--- src/logic/raster_pkg.sv ---
// ==============================
// raster interrupt shared types
// cpu register map enum, cpu access
// struct, video sync strobe struct
// ==============================
package raster_pkg;

    // cpu register map, 2-bit address
    typedef enum logic [1:0] {
        REG_CNT0 = 2'd0, // line counter 0
        REG_CNT1 = 2'd1, // line counter 1
        REG_CNT2 = 2'd2, // line counter 2, gates the event
        REG_IRQ  = 2'd3  // pending bits / acknowledge
    } raster_reg_e;

    // one cpu access per cycle, strobes only
    typedef struct packed {
        logic        wr;   // write strobe
        logic        rd;   // read strobe
        raster_reg_e addr;
        logic [15:0] data; // write payload
    } raster_wr_t;

    // video timing strobes, all aligned to pxl_cen
    typedef struct packed {
        logic pxl_cen;     // one clk per pixel
        logic line_start;  // pixel 0 of each line
        logic frame_start; // pixel 0 of line 0
    } video_sync_t;

    // counter write layout
    localparam int CNT_EN_BIT = 15; // enable bit in data

    // interrupt register layout, same bits for ack and readback
    localparam int IRQ_RASTER_BIT = 0;
    localparam int IRQ_FRAME_BIT  = 1;

endpackage

--- src/logic/irq_latch.sv ---
// ==============================
// interrupt latch
// raster and frame pending bits,
// cpu acknowledge, irq output
// ==============================
module irq_latch (
    input  logic                    clk,
    input  logic                    rst,
    input  raster_pkg::raster_wr_t  cpu,
    input  raster_pkg::video_sync_t sync,
    input  logic                    raster_event,
    output logic [15:0]             irq_rd_data,
    output logic                    irq
);
    import raster_pkg::*;

    logic       ev_q;     // raster_event one clk late
    logic       ev_rise;  // rising edge of raster_event
    logic       frame_set;
    logic       ack_wr;   // cpu write to REG_IRQ
    logic [1:0] pend;     // pending bits, readback layout
    logic [1:0] set_bits;
    logic [1:0] clr_bits;

    // event is a level, only its rise counts
    always_ff @(posedge clk or posedge rst) begin
        if (rst) begin
            ev_q <= 1'b0;
        end else begin
            ev_q <= raster_event;
        end
    end

    assign ev_rise   = raster_event && !ev_q;
    assign frame_set = sync.pxl_cen && sync.frame_start; // one clk per frame

    // acknowledge decode
    assign ack_wr = cpu.wr && (cpu.addr == REG_IRQ);

    always_comb begin
        set_bits = '0;
        clr_bits = '0;
        set_bits[IRQ_RASTER_BIT] = ev_rise;
        set_bits[IRQ_FRAME_BIT]  = frame_set;
        if (ack_wr) begin
            clr_bits[IRQ_RASTER_BIT] = cpu.data[IRQ_RASTER_BIT];
            clr_bits[IRQ_FRAME_BIT]  = cpu.data[IRQ_FRAME_BIT];
        end
    end

    // a set in the same cycle as a clear wins
    always_ff @(posedge clk or posedge rst) begin
        if (rst) begin
            pend <= '0;
        end else begin
            pend <= (pend & ~clr_bits) | set_bits;
        end
    end

    assign irq = |pend; // one line to the cpu

    // status readback, bits 1:0 only
    always_ff @(posedge clk) begin
        if (cpu.rd) begin
            irq_rd_data <= {14'd0, pend};
        end
    end

endmodule

--- src/logic/raster_counter.sv ---
// ==============================
// raster line counter
// reloadable enable-gated down
// counter, zero flag, readback
// ==============================
module raster_counter #(
    parameter int CNT_W = 9 // count width
) (
    input  logic             clk,
    input  logic             rst,
    input  logic             restart, // frame start, reload
    input  logic             step,    // line start, count down
    input  logic             we,      // cpu write to this counter
    input  logic             en_in,   // enable from write data
    input  logic [CNT_W-1:0] din,     // start value from write data
    output logic [CNT_W-1:0] dout,    // readback
    output logic             zero
);

    logic [CNT_W-1:0] cnt_start; // programmed start value
    logic [CNT_W-1:0] cnt;       // live count
    logic             enable;

    // count sits at the start value while disabled
    assign dout = cnt;
    assign zero = cnt == '0;

    // programming registers, written by cpu only
    always_ff @(posedge clk or posedge rst) begin
        if (rst) begin
            cnt_start <= '0;
            enable    <= 1'b0;
        end else if (we) begin
            cnt_start <= din;
            enable    <= en_in;
        end
    end

    // count register
    always_ff @(posedge clk or posedge rst) begin
        if (rst) begin
            cnt <= '0;
        end else if (we) begin
            cnt <= din; // write loads at once
        end else if (restart || !enable) begin
            // frame reload wins over the line step at pixel 0 of line 0
            cnt <= cnt_start;
        end else if (step) begin
            cnt <= cnt - 1'b1; // wraps past zero
        end
    end

endmodule

--- src/logic/raster_irq_top.sv ---
// ==============================
// raster interrupt block top
// timing generator, raster unit,
// irq latch, cpu read return
// ==============================
module raster_irq_top #(
    parameter int H_TOTAL = 512, // pixels per line
    parameter int V_TOTAL = 262, // lines per frame
    parameter int PXL_DIV = 4,   // clk cycles per pixel
    parameter int CNT_W   = 9    // raster counter width
) (
    input  logic                   clk,
    input  logic                   rst,
    input  raster_pkg::raster_wr_t cpu,
    output logic [15:0]            rd_data,
    output logic                   rd_valid,
    output logic                   irq
);
    import raster_pkg::*;

    video_sync_t sync;         // shared timing strobes
    logic [15:0] cnt_rd_data;  // counter readback
    logic [15:0] irq_rd_data;  // pending bits readback
    logic        raster_event;
    raster_reg_e rd_addr;      // address of the read in flight

    video_timing #(
        .H_TOTAL (H_TOTAL),
        .V_TOTAL (V_TOTAL),
        .PXL_DIV (PXL_DIV)
    ) timing_i (
        .clk     (clk),
        .rst     (rst),
        .sync    (sync)
    );

    raster_unit #(
        .CNT_W        (CNT_W)
    ) unit_i (
        .clk          (clk),
        .rst          (rst),
        .cpu          (cpu),
        .sync         (sync),
        .cnt_rd_data  (cnt_rd_data),
        .raster_event (raster_event)
    );

    irq_latch latch_i (
        .clk          (clk),
        .rst          (rst),
        .cpu          (cpu),
        .sync         (sync),
        .raster_event (raster_event),
        .irq_rd_data  (irq_rd_data),
        .irq          (irq)
    );

    // read answered one clk after the strobe
    always_ff @(posedge clk or posedge rst) begin
        if (rst) begin
            rd_valid <= 1'b0;
        end else begin
            rd_valid <= cpu.rd;
        end
    end

    always_ff @(posedge clk) begin
        if (cpu.rd) begin
            rd_addr <= cpu.addr; // selects the readback source
        end
    end

    assign rd_data = (rd_addr == REG_IRQ) ? irq_rd_data : cnt_rd_data;

endmodule

--- src/logic/raster_unit.sv ---
// ==============================
// raster unit
// three line counters, cpu write
// decode, readback, raster event
// ==============================
module raster_unit #(
    parameter int CNT_W = 9 // counter width
) (
    input  logic                    clk,
    input  logic                    rst,
    input  raster_pkg::raster_wr_t  cpu,
    input  raster_pkg::video_sync_t sync,
    output logic [15:0]             cnt_rd_data,
    output logic                    raster_event
);
    import raster_pkg::*;

    localparam int N_CNT = 3;

    logic [N_CNT-1:0] we;                  // per-counter write enable
    logic [N_CNT-1:0] zero;                // per-counter zero flag
    logic [CNT_W-1:0] cnt_dout [N_CNT];    // per-counter readback
    logic [CNT_W-1:0] din;
    logic             en_in;
    logic             restart;
    logic             step;
    logic             event_cond;

    // shared write payload
    assign din   = cpu.data[CNT_W-1:0];
    assign en_in = cpu.data[CNT_EN_BIT];

    // strobes qualified to one clk each
    assign restart = sync.pxl_cen && sync.frame_start;
    assign step    = sync.pxl_cen && sync.line_start;

    // counters 0..2 sit at addresses 0..2
    for (genvar i = 0; i < N_CNT; i++) begin : g_cnt
        assign we[i] = cpu.wr && (cpu.addr == raster_reg_e'(i));

        raster_counter #(
            .CNT_W   (CNT_W)
        ) cnt_i (
            .clk     (clk),
            .rst     (rst),
            .restart (restart),
            .step    (step),
            .we      (we[i]),
            .en_in   (en_in),
            .din     (din),
            .dout    (cnt_dout[i]),
            .zero    (zero[i])
        );
    end

    // counter 2 qualifies, either of 0 and 1 triggers
    assign event_cond = zero[2] && (zero[0] || zero[1]);

    // event is level, high while the condition holds
    always_ff @(posedge clk or posedge rst) begin
        if (rst) begin
            raster_event <= 1'b0;
        end else begin
            raster_event <= event_cond;
        end
    end

    // readback captured on the read strobe, top picks it up next cycle
    always_ff @(posedge clk) begin
        if (cpu.rd) begin
            case (cpu.addr)
                REG_CNT0: cnt_rd_data <= 16'(cnt_dout[0]); // zero-extend
                REG_CNT1: cnt_rd_data <= 16'(cnt_dout[1]);
                REG_CNT2: cnt_rd_data <= 16'(cnt_dout[2]);
                default:  cnt_rd_data <= '0; // irq register, not ours
            endcase
        end
    end

endmodule

--- src/logic/video_timing.sv ---
// ==============================
// video timing generator
// pixel enable divider, h/v counters
// line and frame start strobes
// ==============================
module video_timing #(
    parameter int H_TOTAL = 512, // pixels per line
    parameter int V_TOTAL = 262, // lines per frame
    parameter int PXL_DIV = 4    // clk cycles per pixel
) (
    input  logic                    clk,
    input  logic                    rst,
    output raster_pkg::video_sync_t sync
);

    // counter widths, kept at least one bit wide
    localparam int DIV_W = (PXL_DIV > 1) ? $clog2(PXL_DIV) : 1;
    localparam int H_W   = (H_TOTAL > 1) ? $clog2(H_TOTAL) : 1;
    localparam int V_W   = (V_TOTAL > 1) ? $clog2(V_TOTAL) : 1;

    logic [DIV_W-1:0] div_cnt; // clk count inside one pixel
    logic [H_W-1:0]   h_cnt;   // pixel in line
    logic [V_W-1:0]   v_cnt;   // line in frame
    logic             pxl_cen;
    logic             h_last;  // last pixel of the line
    logic             v_last;  // last line of the frame

    // last clk of the pixel gives the enable
    // with PXL_DIV of 1 div_cnt stays at 0 and pxl_cen is always high
    assign pxl_cen = div_cnt == DIV_W'(PXL_DIV - 1);
    assign h_last  = h_cnt == H_W'(H_TOTAL - 1);
    assign v_last  = v_cnt == V_W'(V_TOTAL - 1);

    // pixel enable divider
    always_ff @(posedge clk or posedge rst) begin
        if (rst) begin
            div_cnt <= '0;
        end else if (pxl_cen) begin
            div_cnt <= '0; // wrap at PXL_DIV
        end else begin
            div_cnt <= div_cnt + 1'b1;
        end
    end

    // horizontal counter, one step per pixel
    always_ff @(posedge clk or posedge rst) begin
        if (rst) begin
            h_cnt <= '0;
        end else if (pxl_cen) begin
            if (h_last) begin
                h_cnt <= '0;
            end else begin
                h_cnt <= h_cnt + 1'b1;
            end
        end
    end

    // vertical counter, steps on the last pixel of a line
    always_ff @(posedge clk or posedge rst) begin
        if (rst) begin
            v_cnt <= '0;
        end else if (pxl_cen && h_last) begin
            if (v_last) begin
                v_cnt <= '0; // next frame
            end else begin
                v_cnt <= v_cnt + 1'b1;
            end
        end
    end

    // strobes decoded from position 0
    // they last a whole pixel, consumers qualify with pxl_cen
    assign sync.pxl_cen     = pxl_cen;
    assign sync.line_start  = h_cnt == '0;
    assign sync.frame_start = (h_cnt == '0) && (v_cnt == '0);

endmodule

--- config.mk ---
export PLATFORM = sky130hd
export DESIGN_NAME = raster_irq_top
export DESIGN_NICKNAME = d
export VERILOG_FILES = /design/src/logic/raster_pkg.sv /design/src/logic/irq_latch.sv /design/src/logic/raster_counter.sv /design/src/logic/raster_irq_top.sv /design/src/logic/raster_unit.sv /design/src/logic/video_timing.sv
export SDC_FILE = /design/constraint.sdc
export NUM_CORES = 1
export LEC_CHECK = 0
export BUFFER_PORTS_ARGS = -buffer_cell sky130_fd_sc_hd__buf_4
export CAP_MARGIN = 25
export CORE_ASPECT_RATIO = 0.7
export CORE_MARGIN = 5
export CORE_UTILIZATION = 54
export CTS_BUF_LIST = sky130_fd_sc_hd__clkbuf_4 sky130_fd_sc_hd__clkbuf_8
export CTS_CLUSTER_DIAMETER = 60
export DETAILED_ROUTE_END_ITERATION = 7
export GPL_TIMING_DRIVEN = 0
export PLACE_DENSITY = 0.73
export SLEW_MARGIN = 10
export SYNTH_ARGS = -nofsm -noshare
export SYNTH_HDL_FRONTEND = slang
export SYNTH_SLANG_ARGS = --single-unit
--- constraint.sdc ---
create_clock -name clk -period 5.11 [get_ports clk]
set_input_delay 0 -clock clk [delete_from_list [all_inputs] [get_ports clk]]
set_output_delay 0 -clock clk [all_outputs]
set_load 0.02 [all_outputs]
Yosys cells after proc, flatten, opt, wreduce, memory -nomap -nowiden
Index checks and enable logic that the tools add are counted.

word-level totals
  register bits = 102
  bits in latches = 0
  bits in writable memories = 0
  bits in read-only memories = 0
  input bits = 22
  memories kept = 0

operators by class
  add/subtract/negate cells = 6
  $mul = 0
  divide/modulo/power cells = 0
  magnitude comparators = 0
  equal/unequal tests = 7
  shifts and indexed selects = 0
  multiplexer cells = 15
  bitwise gates (word level) = 3
  reductions and logical operators = 28

operator list
  operator             number
  $mux 9               11
  $logic_not 9->1      5
  $pmux 9 s3           1
  $sub 9x1->9 const B  3
  $add 9x1->9 const B  2
  $eq 9x9->1 const B   2
  $mux 16              1
  $logic_and 1x1->1    10
  $reduce_bool 3->1    3
  $eq 2x2->1 const B   4
  $logic_not 1->1      4
  $logic_or 1x1->1     4
  $mux 2               2
  $add 2x1->2 const B  1
  $and 2x2->2          1
  $eq 2x1->1 const B   1
  $logic_not 2->1      1
  $not 2->2            1
  $or 2x2->2           1
  $reduce_or 2->1      1

Depth between registers and ports, before layout
Gate-level depths: netlist (run 1).

  depth after elaboration = 6
  depth in mapped cells = 9
  gate-level depth less buffers = 9

Cells and area by module
A second synthesis (run 1) with hierarchy kept.

second synthesis, totals
  cells, all modules = 536
  area total of the unflattened synthesis = 5,400.2 µm²

modules (own cells, without submodules)
  module          instances  cells an instance  area each (µm²)  seq. area each (µm²)
  raster_counter  3          109                1,029.7          475.5
  video_timing    1          113                1,106.1          500.5
  raster_unit     1          47                 593.1            295.3
  raster_irq_top  1          22                 324.1            85.1
  irq_latch       1          27                 287.8            135.1

Worst setup path before layout (run 1)
No wires, ideal clock.

  path type = reg2reg
  start point = register timing_i.div_cnt[0]
  end point = register unit_i.g_cnt[2].cnt_i.cnt[1]
  library setup time = 135 ps
  arrival time = 1,846 ps
  setup slack = 3,129 ps
  stages on the path, launching flop included = 8
  period minus slack after synthesis = 1,981 ps
  cell sequence = dfrtp_1 > ha_1 > nor3b_1 > and4_1 > nand2_1 > buf_2 > a221oi_1 > o22ai_1

between the ends
  cells in the longest elaborated chain, start to end = 5
  elaborated cells between the ends (all ways) = 7
  those cells by class = 1 x eq/ne; 2 x mux; 4 x reduce/logical

ends and longest elaborated chain
  what                    RTL line              RTL
  from (decl)             video_timing.sv:21    logic [DIV_W-1:0] div_cnt;
  from (signal assigned)  video_timing.sv:41    div_cnt <= div_cnt + 1'b1;
  $eq 2x2->1 *            video_timing.sv:30    assign pxl_cen = div_cnt == DIV_W'(PXL_DIV - 1);
  $logic_and 1x1->1       raster_unit.sv:34     assign restart = sync.pxl_cen && sync.frame_start;
  $logic_or 1x1->1        raster_counter.sv:45  end else if (restart || !enable) begin
  $mux 9                  raster_counter.sv:45
  $mux 9                  raster_counter.sv:43  end else if (we) begin
  to (signal assigned)    raster_counter.sv:44  cnt <= din;
  to (signal assigned)    raster_counter.sv:47  cnt <= cnt_start;
  to (signal assigned)    raster_counter.sv:49  cnt <= cnt - 1'b1;
  to (decl)               raster_counter.sv:21  logic [CNT_W-1:0] cnt;

Every way passes the cells marked *; elsewhere a longest branch is shown, timed or not.
A chain may end at the register's enable or synchronous reset.

Worst setup path after layout (run 1)
  start point = register timing_i.div_cnt[0]
  end point = register unit_i.g_cnt[2].cnt_i.cnt[4]

Same word-level chain as after synthesis.

==> summary.txt, run 1 <==
Status
  • Run status: finished clean

Power
  • Net Switching: 717 uW
  • Leak: 2.60 nW
  • Pwr/cell area: 351 nW/um^2
  • Clock power frac: 22.2%
  • Net Sw Frac: 35.4%
  • Worst-case vdd ir drop: 0.169 mV
  • Comb pwr share: 26.8%
  • Power Internal: 1.31 mW
  • Sequential share of power: 51.0%

Layout
  • Layout cell share with drive strength beyond 1: 11.8%
  • Commonest non-fill, non-tap cell in the layout: nand2_1
  • Nets: 644
  • Antenna cell count: 0
  • # fillers: 758
  • Finished Core Util: 63.5%
  • Post-route cell area: 5780 sq um
  • Highest-count cells in the layout ignoring fill and taps: 123 x nand2_1, 82 x dfrtp_1, 40 x o21ai_0
  • Area delta synth->final: 13.9%

Synth
  • Leading area contributor after synthesis: dfrtp_1
  • Unique masters post-synth: 68
  • Top-area cell type share of the netlist area: 40.4%
  • Share of flip-flops with an asynchronous set or reset: 86.3%
  • Sequential-to-total area share from yosys stat: 48.1%
  • Post-synth EDFFs: 13
  • Synthesized area: 5070 sq um
  • Largest cells by area after synthesis: dfrtp_1 40%, nand2_1 9.1%, edfxtp_1 7.7%
  • Synthesis Warnings: 0
  • Most used DFF post-synth: dfrtp_1
  • Post-synthesis cell count: 555
  • Seq cells post-synth: 95
  • Average cell area after synthesis: 9.14 sq um

Drt
  • DR WL/cell: 17.7 um
  • Starting DRT DRC Count: 665
  • Routed wire length: 13100 um
  • Via density: 6.02
  • Final ANT Viol Nets: 0
  • TritonRoute pass-1 iters: 5
  • DR vias: 4463
  • # DRC: 0

CTS
  • CTS Buf Count: 9
  • Setup Fix Bufs, Post-CTS: 0
  • Clock Tree Buf Depth: 2
  • Number of H-tree levels: 3
  • Root buf cell: clkbuf_8
  • Hold_buf cts: 14
  • CTS tree: yes
  • Reg clk slew, reported paths: 90 ps
  • # clock sinks: 95
  • Clk_lat worst skew: 380 ps
  • Post_cts resized: 0

STA
  • Fin crit period: 2850 ps
  • Achievable Freq: 351 MHz
  • Worst-margin pin slew: 800 ps
  • Period utilization: 55.8%
  • Post-route setup slack: 2260 ps
  • Final Hold Slack: 136 ps
  • RSZ-0062 raised after global routing: no
  • Post-route setup TNS: 0 ps
  • Final setup skew: 9.90 ps
  • Rel. slew slack: 46.1%
  • Fin. Hold Viols: 0
  • Final Max Slew Viols: 0
  • # setup viols final: 0

Global routing
  • Total track usage: 23.5%
  • Pin count of the biggest net entering global routing: 61
  • Gr busiest metal: met1
  • Met2 usage: 32.6%
  • GR Util met3: 7.51%
  • Global-route wire length before repair: 21200 um
  • Grt met1 use: 36.2%
  • Gr ovfl total: 0
  • Initial antenna violation count: 0
  • Vias in the first global route: 4006

Die
  • Core area: 9110 sq um
  • Die height: 91.1 um
  • Chip width: 126 um
  • Boundary pin count: 40
  • Initial Utilization: 55.7%
  • Rows: 29
  • Die area: 11500 sq um

Critical path
  • CP Class: flop to flop
  • WP data required: 5390 ps
  • CP cell instances: ha_1, nor3b_1, nand4_1, o21ai_1, o21ai_0, o211ai_1
  • CP arrival: 3130 ps
  • Slowest-stage cell, CP: o21ai_1
  • CP Capture Type: flop
  • CP Max Fanout: 8
  • CP peak stage delay: 710 ps
  • Setup crit start kind: flop

Min path
  • Worst hold path type: primary input to async pin

Run
  • Maxcap violations: 0

Place
  • Port Buffers: 25
  • DP Worst Slack: 2380 ps
  • Area after DPL: 5470 sq um
  • GPL Wtd Cong: 0.978
  • Hpwl dp: 9410 um
==> registers in the layout (all words and copies together), names as in the netlist <==
name and flops:
latch_i.ev_q 1, latch_i.irq_rd_data 2, latch_i.pend 2, rd_addr 2, rd_valid 1, timing_i.div_cnt 2
timing_i.h_cnt 9, timing_i.v_cnt 9, unit_i.cnt_rd_data 9, unit_i.g_cnt.cnt_i.cnt_start 27, unit_i.g_cnt.cnt_i.dout 27, unit_i.g_cnt.cnt_i.enable 3
unit_i.raster_event 1
==> per-layer routing <==
| layer | wire (um) | up-vias | share of wire, % |
|---|---|---|---|
| met5 | 0 | - | 0 |
| met4 | 136 | 0 | 1.0 |
| met3 | 1430 | 15 | 11 |
| met2 | 5360 | 230 | 41 |
| met1 | 6160 | 2161 | 47 |
| li1 | - | 2057 | - |
==> critical path, delay by kind of cell (launching register included) <==
family                     cells  cell delay, ps
adders and majority gates      1             220
and+or+nand+nor                2            1030
AOI/OAI and AO/OA              3            1130
DFF                            1             360
==> layout make-up <==
| cell class | instances | area [sq um] | area share [%] |
|---|---|---|---|
| multi-input cells | 417 | 2430 | 42.0 |
| repair buffers | 40 | 355 | 6.15 |
| well taps | 124 | 155 | 2.68 |
| inverters | 18 | 70.1 | 1.21 |
| clock buffers | 9 | 124 | 2.14 |
| clock inverters | 7 | 47.5 | 0.822 |
| plain buffers | 31 | 158 | 2.73 |
| flip-flops and latches | 95 | 2440 | 42.2 |
==> metrics by stage <==
stage	cells	power, mW
final	741	2.03
after global routing	741	2.15
after floorplan	561	1.39
after detailed placement	711	1.56
after global placement	710	1.54
after CTS	741	2.02
==> cell usage after synthesis, types with 5 or more instances <==
master / instances
nand2_1: 123
dfrtp_1: 82
o21ai_0: 40
nor2_1: 24
nand3_1: 20
inv_1: 18
a21oi_1: 17
clkbuf_1: 16
and2_1: 14
edfxtp_1: 13
nand4_1: 13
xor2_1: 12
ha_1: 10
mux2i_1: 10
nor3_1: 9
xnor2_1: 9
a31oi_1: 8
buf_4: 7
nor2b_1: 7
nor3b_1: 7
o211ai_1: 7
and3_1: 6
buf_2: 5
mux2_2: 5
==> power by group through the flow <==
stage	Combinational [mW]	Sequential [mW]	Clock [mW]
5_1_grt	0.606	1.05	0.490
4_1_cts	0.537	1.03	0.456
3_3_place_gp	0.508	1.03	0
3_5_place_dp	0.522	1.04	0
2_1_floorplan	0.399	0.989	0
6_report	0.544	1.03	0.450
==> kinds of logic after synthesis <==
kind of cell | after synthesis | share of synthesized area [%]
compound gates | 110 | 13.7
xor+xnor | 21 | 3.62
fa+ha+maj | 10 | 2.47
buf+inv | 49 | 4.44
flops | 95 | 48.1
mux | 15 | 3.08
other cells | 1 | 0.0739
simple gates | 254 | 24.5
==> final timing paths <==
path	from	end	slack, ps	depth (start not counted)
max	timing_i.div_cnt[0]$_DFF_PP0_	unit_i.g_cnt[2].cnt_i.dout[4]$_DFFE_PP0P_	2260	6
min	rst	timing_i.v_cnt[3]$_DFFE_PP0P_	140	3
max reg2reg	timing_i.div_cnt[0]$_DFF_PP0_	unit_i.g_cnt[2].cnt_i.dout[4]$_DFFE_PP0P_	2260	6
min reg2reg	unit_i.raster_event$_DFF_PP0_	latch_i.ev_q$_DFF_PP0_	380	0
max in group asynchronous	rst	unit_i.g_cnt[2].cnt_i.dout[5]$_DFFE_PP0P_	4370	4
min in group clk	cpu[19]	latch_i.pend[1]$_DFF_PP0_	140	4
No activity file was read; power rests on OpenSTA's default activity.
==> inputs of run 2 (changes only) <==
Settings changed: ABC_AREA set to 1, PLACE_DENSITY 0.73 to 0.76.
Clock period 5.11 ns to 2.35 ns, I/O delays scaled along.
==> run 2 against run 1 <==
  * The flow now finishes with violations (setup timing)
  * Sequential cell count stayed put
  * Final area is 5.0% higher
  * Critical path depth is 8 higher
  * Non-clock buffer count is 1 higher
  * Routed wire length is 0.28% lower
  * Via count is 4.0% higher
  * Clock power is 150% higher
  * Power is 130% higher
  * Largest cell class unchanged
  * Clock skew is 1.3 ps higher
  * Worst hold slack worse by 89 ps
  * Setup slack worse by 2300 ps
  * Combinational power is 140% higher
==> summary.txt, run 2 <==
Layout
  • Commonest non-fill, non-tap cell in the layout: nand2_1
  • Area delta synth->final: 17.7%
  • FF/Latch Area: 2440 sq um
  • Area used by multi-input combinational logic: 2310 sq um
  • Finished Core Util: 66.1%
  • Nets: 762
  • Layout cell share with drive strength beyond 1: 15.0%
  • # fillers: 757
  • Highest-count cells in the layout ignoring fill and taps: 149 x nand2_1, 85 x inv_1, 82 x dfrtp_1
  • Antenna cell count: 0

Critical path
  • R2R Path Start: timing_i.h_cnt[1]$_DFFE_PP0P_
  • CP Capture Type: flop
  • WP data required: 2630 ps
  • Setup crit start kind: flop
  • CP Max Fanout: 4
  • CP Class: flop to flop
  • CP arrival: 2650 ps
  • Slack of the worst reg-to-reg path: -10 ps
  • Reg2Reg Depth: 14
  • FF-to-FF End: timing_i.v_cnt[8]$_DFFE_PP0P_

Drt
  • TritonRoute pass-1 iters: 6
  • Final ANT Viol Nets: 0
  • Starting DRT DRC Count: 484
  • Routed wire length: 13000 um
  • DR vias: 4642
  • Wire length on met2: 5490 um
  • Max layer used: met4
  • Routed met1 length: 6170 um
  • # DRC: 0
  • Via density: 5.40
  • DR WL/cell: 15.2 um
  • WL met3: 1120 um

Die
  • Chip width: 127 um
  • Die area: 11600 sq um
  • Rows: 29
  • Initial Utilization: 56.2%
  • Die height: 91.8 um
  • Core area: 9180 sq um
  • Boundary pin count: 40

Power
  • Net Sw Frac: 35.6%
  • Pwr/cell area: 774 nW/um^2
  • Sequential share of power: 48.4%
  • Comb pwr share: 28.0%
  • Worst-case vdd ir drop: 0.447 mV
  • Leak: 3.04 nW
  • Clock power frac: 23.6%
  • Power Internal: 3.02 mW
  • Net Switching: 1.67 mW

STA
  • # setup viols final: 1
  • RSZ-0062 raised after global routing: yes
  • Final Max Slew Viols: 0
  • Fin crit period: 2360 ps
  • Post-route setup slack: -13.8 ps
  • Final setup skew: 11.2 ps
  • Period utilization: 101%
  • Fin. Hold Viols: 0
  • Achievable Freq: 423 MHz
  • Final Hold Slack: 46.8 ps
  • Post-route setup TNS: -13.8 ps

Global routing
  • Vias in the first global route: 4339
  • Global-route wire length before repair: 21600 um
  • Initial antenna violation count: 0
  • Pin count of the biggest net entering global routing: 63
  • Total track usage: 23.0%
  • Gr ovfl total: 0

CTS
  • CTS Buf Count: 9
  • Reg clk slew, reported paths: 90 ps
  • Clock Tree Buf Depth: 2
  • Clk_lat worst skew: 370 ps
  • Root buf cell: clkbuf_8
  • # clock sinks: 95
  • Number of H-tree levels: 3
  • CTS tree: yes

Synth
  • Synthesis Warnings: 0
  • Sequential-to-total area share from yosys stat: 47.4%
  • Post-synth EDFFs: 13
  • Commonest cells in the netlist: 150 x nand2_1, 88 x inv_1, 82 x dfrtp_1
  • Share of flip-flops with an asynchronous set or reset: 86.3%
  • Top-area cell type share of the netlist area: 39.8%
  • Seq cells post-synth: 95
  • Most used DFF post-synth: dfrtp_1
  • Adder-Cell Fraction of Synth Area: 2.43%
  • Synth Area in Simple Gates: 26.8%
  • Complex-gate fraction of the synthesized area: 10.9%
  • Largest family of logic cells by synthesized area: simple AND/OR/NAND/NOR gates
  • Synthesized area: 5160 sq um
  • Leading area contributor after synthesis: dfrtp_1
  • Unique masters post-synth: 36
  • Largest cells by area after synthesis: dfrtp_1 40%, nand2_1 11%, edfxtp_1 7.6%
  • Post-synthesis cell count: 660
  • Average cell area after synthesis: 7.81 sq um
  • Most frequent cell after synthesis: nand2_1
  • Post-Synth XOR/XNOR Area: 2.55%
  • Post-synthesis mux area share: 0.194%

Run
  • Maxcap violations: 0

Place
  • Port Buffers: 26
  • DP Worst Slack: -473 ps
  • GPL Wtd Cong: 0.946
  • Hpwl dp: 9340 um

Min path
  • Worst Hold Path EP: latch_i.pend[1]$_DFF_PP0_
  • Worst hold path cell count: 4
  • Hold_sp: cpu[19]
  • Worst hold path type: primary input to flop

Status
  • Failing checks: setup timing
  • Run status: complete, but fails checks
## run 2: final cells by class
| type | instances | area share [%] |
|---|---|---|
| buffer | 19 | 2.25 |
| clock buffer | 13 | 2.64 |
| clock inverter | 3 | 0.701 |
| inverter | 96 | 6.10 |
| multi-input combinational | 456 | 38.1 |
| sequential | 95 | 40.2 |
| tap | 124 | 2.56 |
| timing repair buffer | 53 | 7.46 |
## run 2: worst max-delay path, stage by stage, from the launching register on
cell	delay, ps
dfrtp_1	380
ha_2	190
inv_2	50
nor3_4	220
nand2_2	90
nor4_4	320
ha_2	280
nand2_4	80
clkinv_4	60
nand3_4	80
nor2_4	110
nand3_2	90
nor2_1	130
nor2_1	50
nor3_1	160
## run 2: cell families (layout without fill, tap and decap cells)
| family | count (synthesis) | count (layout) |
|---|---|---|
| DFF | 95 | 95 |
| other | 1 | 7 |
| and+or+nand+nor | 316 | 316 |
| AOI/OAI and AO/OA | 107 | 107 |
| adders and majority gates | 10 | 10 |
| xor gates and xnor gates | 15 | 15 |
| buffers and inverters | 115 | 184 |
| muxes | 1 | 1 |
## run 2: worst max-delay path by stage
stage                                             start                                        end  depth (start not counted)
final                     timing_i.h_cnt[1]$_DFFE_PP0P_              timing_i.v_cnt[8]$_DFFE_PP0P_                         14
after global routing      timing_i.h_cnt[1]$_DFFE_PP0P_              timing_i.v_cnt[8]$_DFFE_PP0P_                         14
after CTS                 timing_i.h_cnt[1]$_DFFE_PP0P_              timing_i.v_cnt[8]$_DFFE_PP0P_                         14
after detailed placement  timing_i.h_cnt[0]$_DFFE_PP0P_              timing_i.v_cnt[8]$_DFFE_PP0P_                         14
after global placement                              rst  unit_i.g_cnt[2].cnt_i.dout[5]$_DFFE_PP0P_                          2
after floorplan           timing_i.h_cnt[0]$_DFFE_PP0P_              timing_i.v_cnt[8]$_DFFE_PP0P_                         14
## run 2: timing repair
| action | in CTS | in global routing |
|---|---|---|
| buffers inserted | 4 | 8 |
| resized for setup | 8 | 12 |
| hold buffers | 14 | 0 |
| endpoints found under the setup margin | 5 | 2 |
| hold endpoints to repair | 129 | 0 |
| pin swaps | 2 | 10 |
## run 2: power groups by stage
stage	Combinational [mW]	Clock (mW)	Sequential [mW]
3_5_place_dp	1.26	0	2.29
4_1_cts	1.30	1.13	2.25
2_1_floorplan	0.954	0	2.17
3_3_place_gp	1.23	0	2.28
6_report	1.32	1.11	2.27
5_1_grt	1.49	1.19	2.30
## run 2: stage by stage
| step | cells | cell area, sq um | total power, mW |
|---|---|---|---|
| 2_1_floorplan | 666 | 5180 | 3.13 |
| 3_3_place_gp | 816 | 5530 | 3.50 |
| 3_5_place_dp | 817 | 5560 | 3.55 |
| 4_1_cts | 851 | 5960 | 4.68 |
| 5_1_grt | 859 | 6070 | 4.98 |
| 6_report | 859 | 6070 | 4.70 |
## run 2: metal layers
layer  global-route usage, %  up-vias
met5                       0        -
met2                    33.3      219
li1                        -     2240
met1                    35.0     2157
met4                    6.70        0
met3                    4.70       26
==> inputs of run 3 (changes only) <==
Settings changed: SKIP_LAST_GASP set to 1.
==> run 3 against run 2 <==
  * The flow still finishes with violations (setup timing)
  * Register-to-register slack about the same
  * Sequential power about the same
  * Clock skew about the same
  * Maximum frequency up 0.32%
  * Final area about the same
  * Clock-buffer cell count unchanged
  * Sequential share of layout area about the same
  * Power about the same
  * Critical path type unchanged
  * Critical endpoint unchanged
==> summary.txt, run 3 (synthesis results as in run 2) <==
Critical path
  • Slack of the worst reg-to-reg path: -6 ps
  • Setup crit start kind: flop
  • CP Max Fanout: 4
  • CP arrival: 2640 ps
  • CP cell instances: ha_2, inv_2, nor3_4, nand2_2, nor4_4, ha_2, nand2_4, clkinv_4, nand3_4, nor2_4, nand3_2, nor2_1, nor2_1, nor3_1
  • CP Capture Type: flop
  • Slowest-stage cell, CP: dfrtp_1
  • WP data required: 2630 ps
  • CP Class: flop to flop
  • CP peak stage delay: 380 ps

Die
  • Die area: 11600 sq um
  • Initial Utilization: 56.2%
  • Rows: 29
  • Boundary pin count: 40
  • Chip width: 127 um
  • Core area: 9180 sq um
  • Die height: 91.8 um

Min path
  • Worst hold path type: primary input to flop

CTS
  • Root buf cell: clkbuf_8
  • Clock Tree Buf Depth: 2
  • Clk_lat worst skew: 370 ps
  • Number of H-tree levels: 3
  • # clock sinks: 95
  • Reg clk slew, reported paths: 90 ps
  • CTS Buf Count: 9
  • CTS tree: yes

Drt
  • TritonRoute pass-1 iters: 5
  • Starting DRT DRC Count: 492
  • Via density: 5.36
  • DR WL/cell: 15.1 um
  • Final ANT Viol Nets: 0
  • DR vias: 4602
  • # DRC: 0
  • Routed wire length: 13000 um

Status
  • Failing checks: setup timing
  • Run status: complete, but fails checks

STA
  • RSZ-0062 raised after global routing: yes
  • Fin crit period: 2360 ps
  • Post-route setup slack: -6.27 ps
  • Final Hold Slack: 48.0 ps
  • Post-route setup TNS: -6.27 ps
  • Achievable Freq: 424 MHz
  • Final Max Slew Viols: 0
  • # setup viols final: 1
  • Final setup skew: 11.0 ps
  • Period utilization: 100%
  • Fin. Hold Viols: 0

Layout
  • Post-Layout Cell Count: 859
  • Area delta synth->final: 17.6%
  • Commonest non-fill, non-tap cell in the layout: nand2_1
  • Layout cell share with drive strength beyond 1: 15.0%
  • Highest-count cells in the layout ignoring fill and taps: 149 x nand2_1, 85 x inv_1, 82 x dfrtp_1
  • Antenna cell count: 0
  • Nets: 762
  • # fillers: 758

Global routing
  • Initial antenna violation count: 0
  • Pin count of the biggest net entering global routing: 63
  • Total track usage: 23.0%
  • Gr ovfl total: 0
  • Global-route wire length before repair: 21600 um
  • Vias in the first global route: 4339

Place
  • Port Buffers: 26
  • GPL Wtd Cong: 0.946
  • Hpwl dp: 9340 um
  • # placed instances: 817

Power
  • Leak: 3.04 nW
  • Pwr/cell area: 774 nW/um^2
  • Total power: 4.69 mW
  • Worst-case vdd ir drop: 0.446 mV

Run
  • Maxcap violations: 0
run 3: metrics by stage:
stage / area, sq um / utilization (%) / setup WS, ps
3_5_place_dp: 5560 / 60.6 / -473
6_report: 6060 / 66.1 / -6.27
3_3_place_gp: 5530 / 60.2 / -771
2_1_floorplan: 5180 / - / 121
5_1_grt: 6060 / 66.1 / -147
4_1_cts: 5960 / 65.0 / 20.0
run 3: cell type report:
class	count	area [sq um]	share of cell area (%)
clock buffers	13	160	2.64
inverters	96	370	6.11
plain buffers	19	136	2.25
well taps	124	155	2.56
repair buffers	53	453	7.47
multi-input cells	456	2300	38.0
clock inverters	3	42.5	0.701
flip-flops and latches	95	2440	40.3
run 3: per-layer routing:
layer | GRT usage [%] | share of wire, % | vias to the layer above
met5 | 0 | 0 | -
met4 | 6.70 | 1.8 | 0
met3 | 4.70 | 8.6 | 25
met2 | 33.3 | 43 | 202
met1 | 35.0 | 47 | 2136
li1 | - | - | 2239
run 3: what timing repair did:
item	CTS	global route
pin swaps	2	9
resized for setup	8	11
endpoints found under the setup margin	5	2
hold buffers	14	0
hold endpoints to repair	129	0
setup buffers	4	8
run 3: power breakdown:
group | switching, mW | internal, mW
registers | 0.314 | 1.96
logic | 0.803 | 0.509
clock network | 0.554 | 0.556
run 3: final timing paths:
kind / startpoint / to / cells after the start
setup / recovery: timing_i.h_cnt[1]$_DFFE_PP0P_ / timing_i.v_cnt[8]$_DFFE_PP0P_ / 14
hold / removal: cpu[19] / latch_i.pend[1]$_DFF_PP0_ / 4
setup reg to reg: timing_i.h_cnt[1]$_DFFE_PP0P_ / timing_i.v_cnt[8]$_DFFE_PP0P_ / 14
hold reg to reg: unit_i.raster_event$_DFF_PP0_ / latch_i.ev_q$_DFF_PP0_ / 0
max in group asynchronous: rst / unit_i.g_cnt[2].cnt_i.dout[6]$_DFFE_PP0P_ / 4
min in group asynchronous: rst / timing_i.div_cnt[1]$_DFF_PP0_ / 3
run 3: critical path, delay by kind of cell, from the launching register on:
kind,cells,cell delay [ps]
buffers and inverters,2,110
DFF,1,380
adders and majority gates,2,470
and+or+nand+nor,10,1310
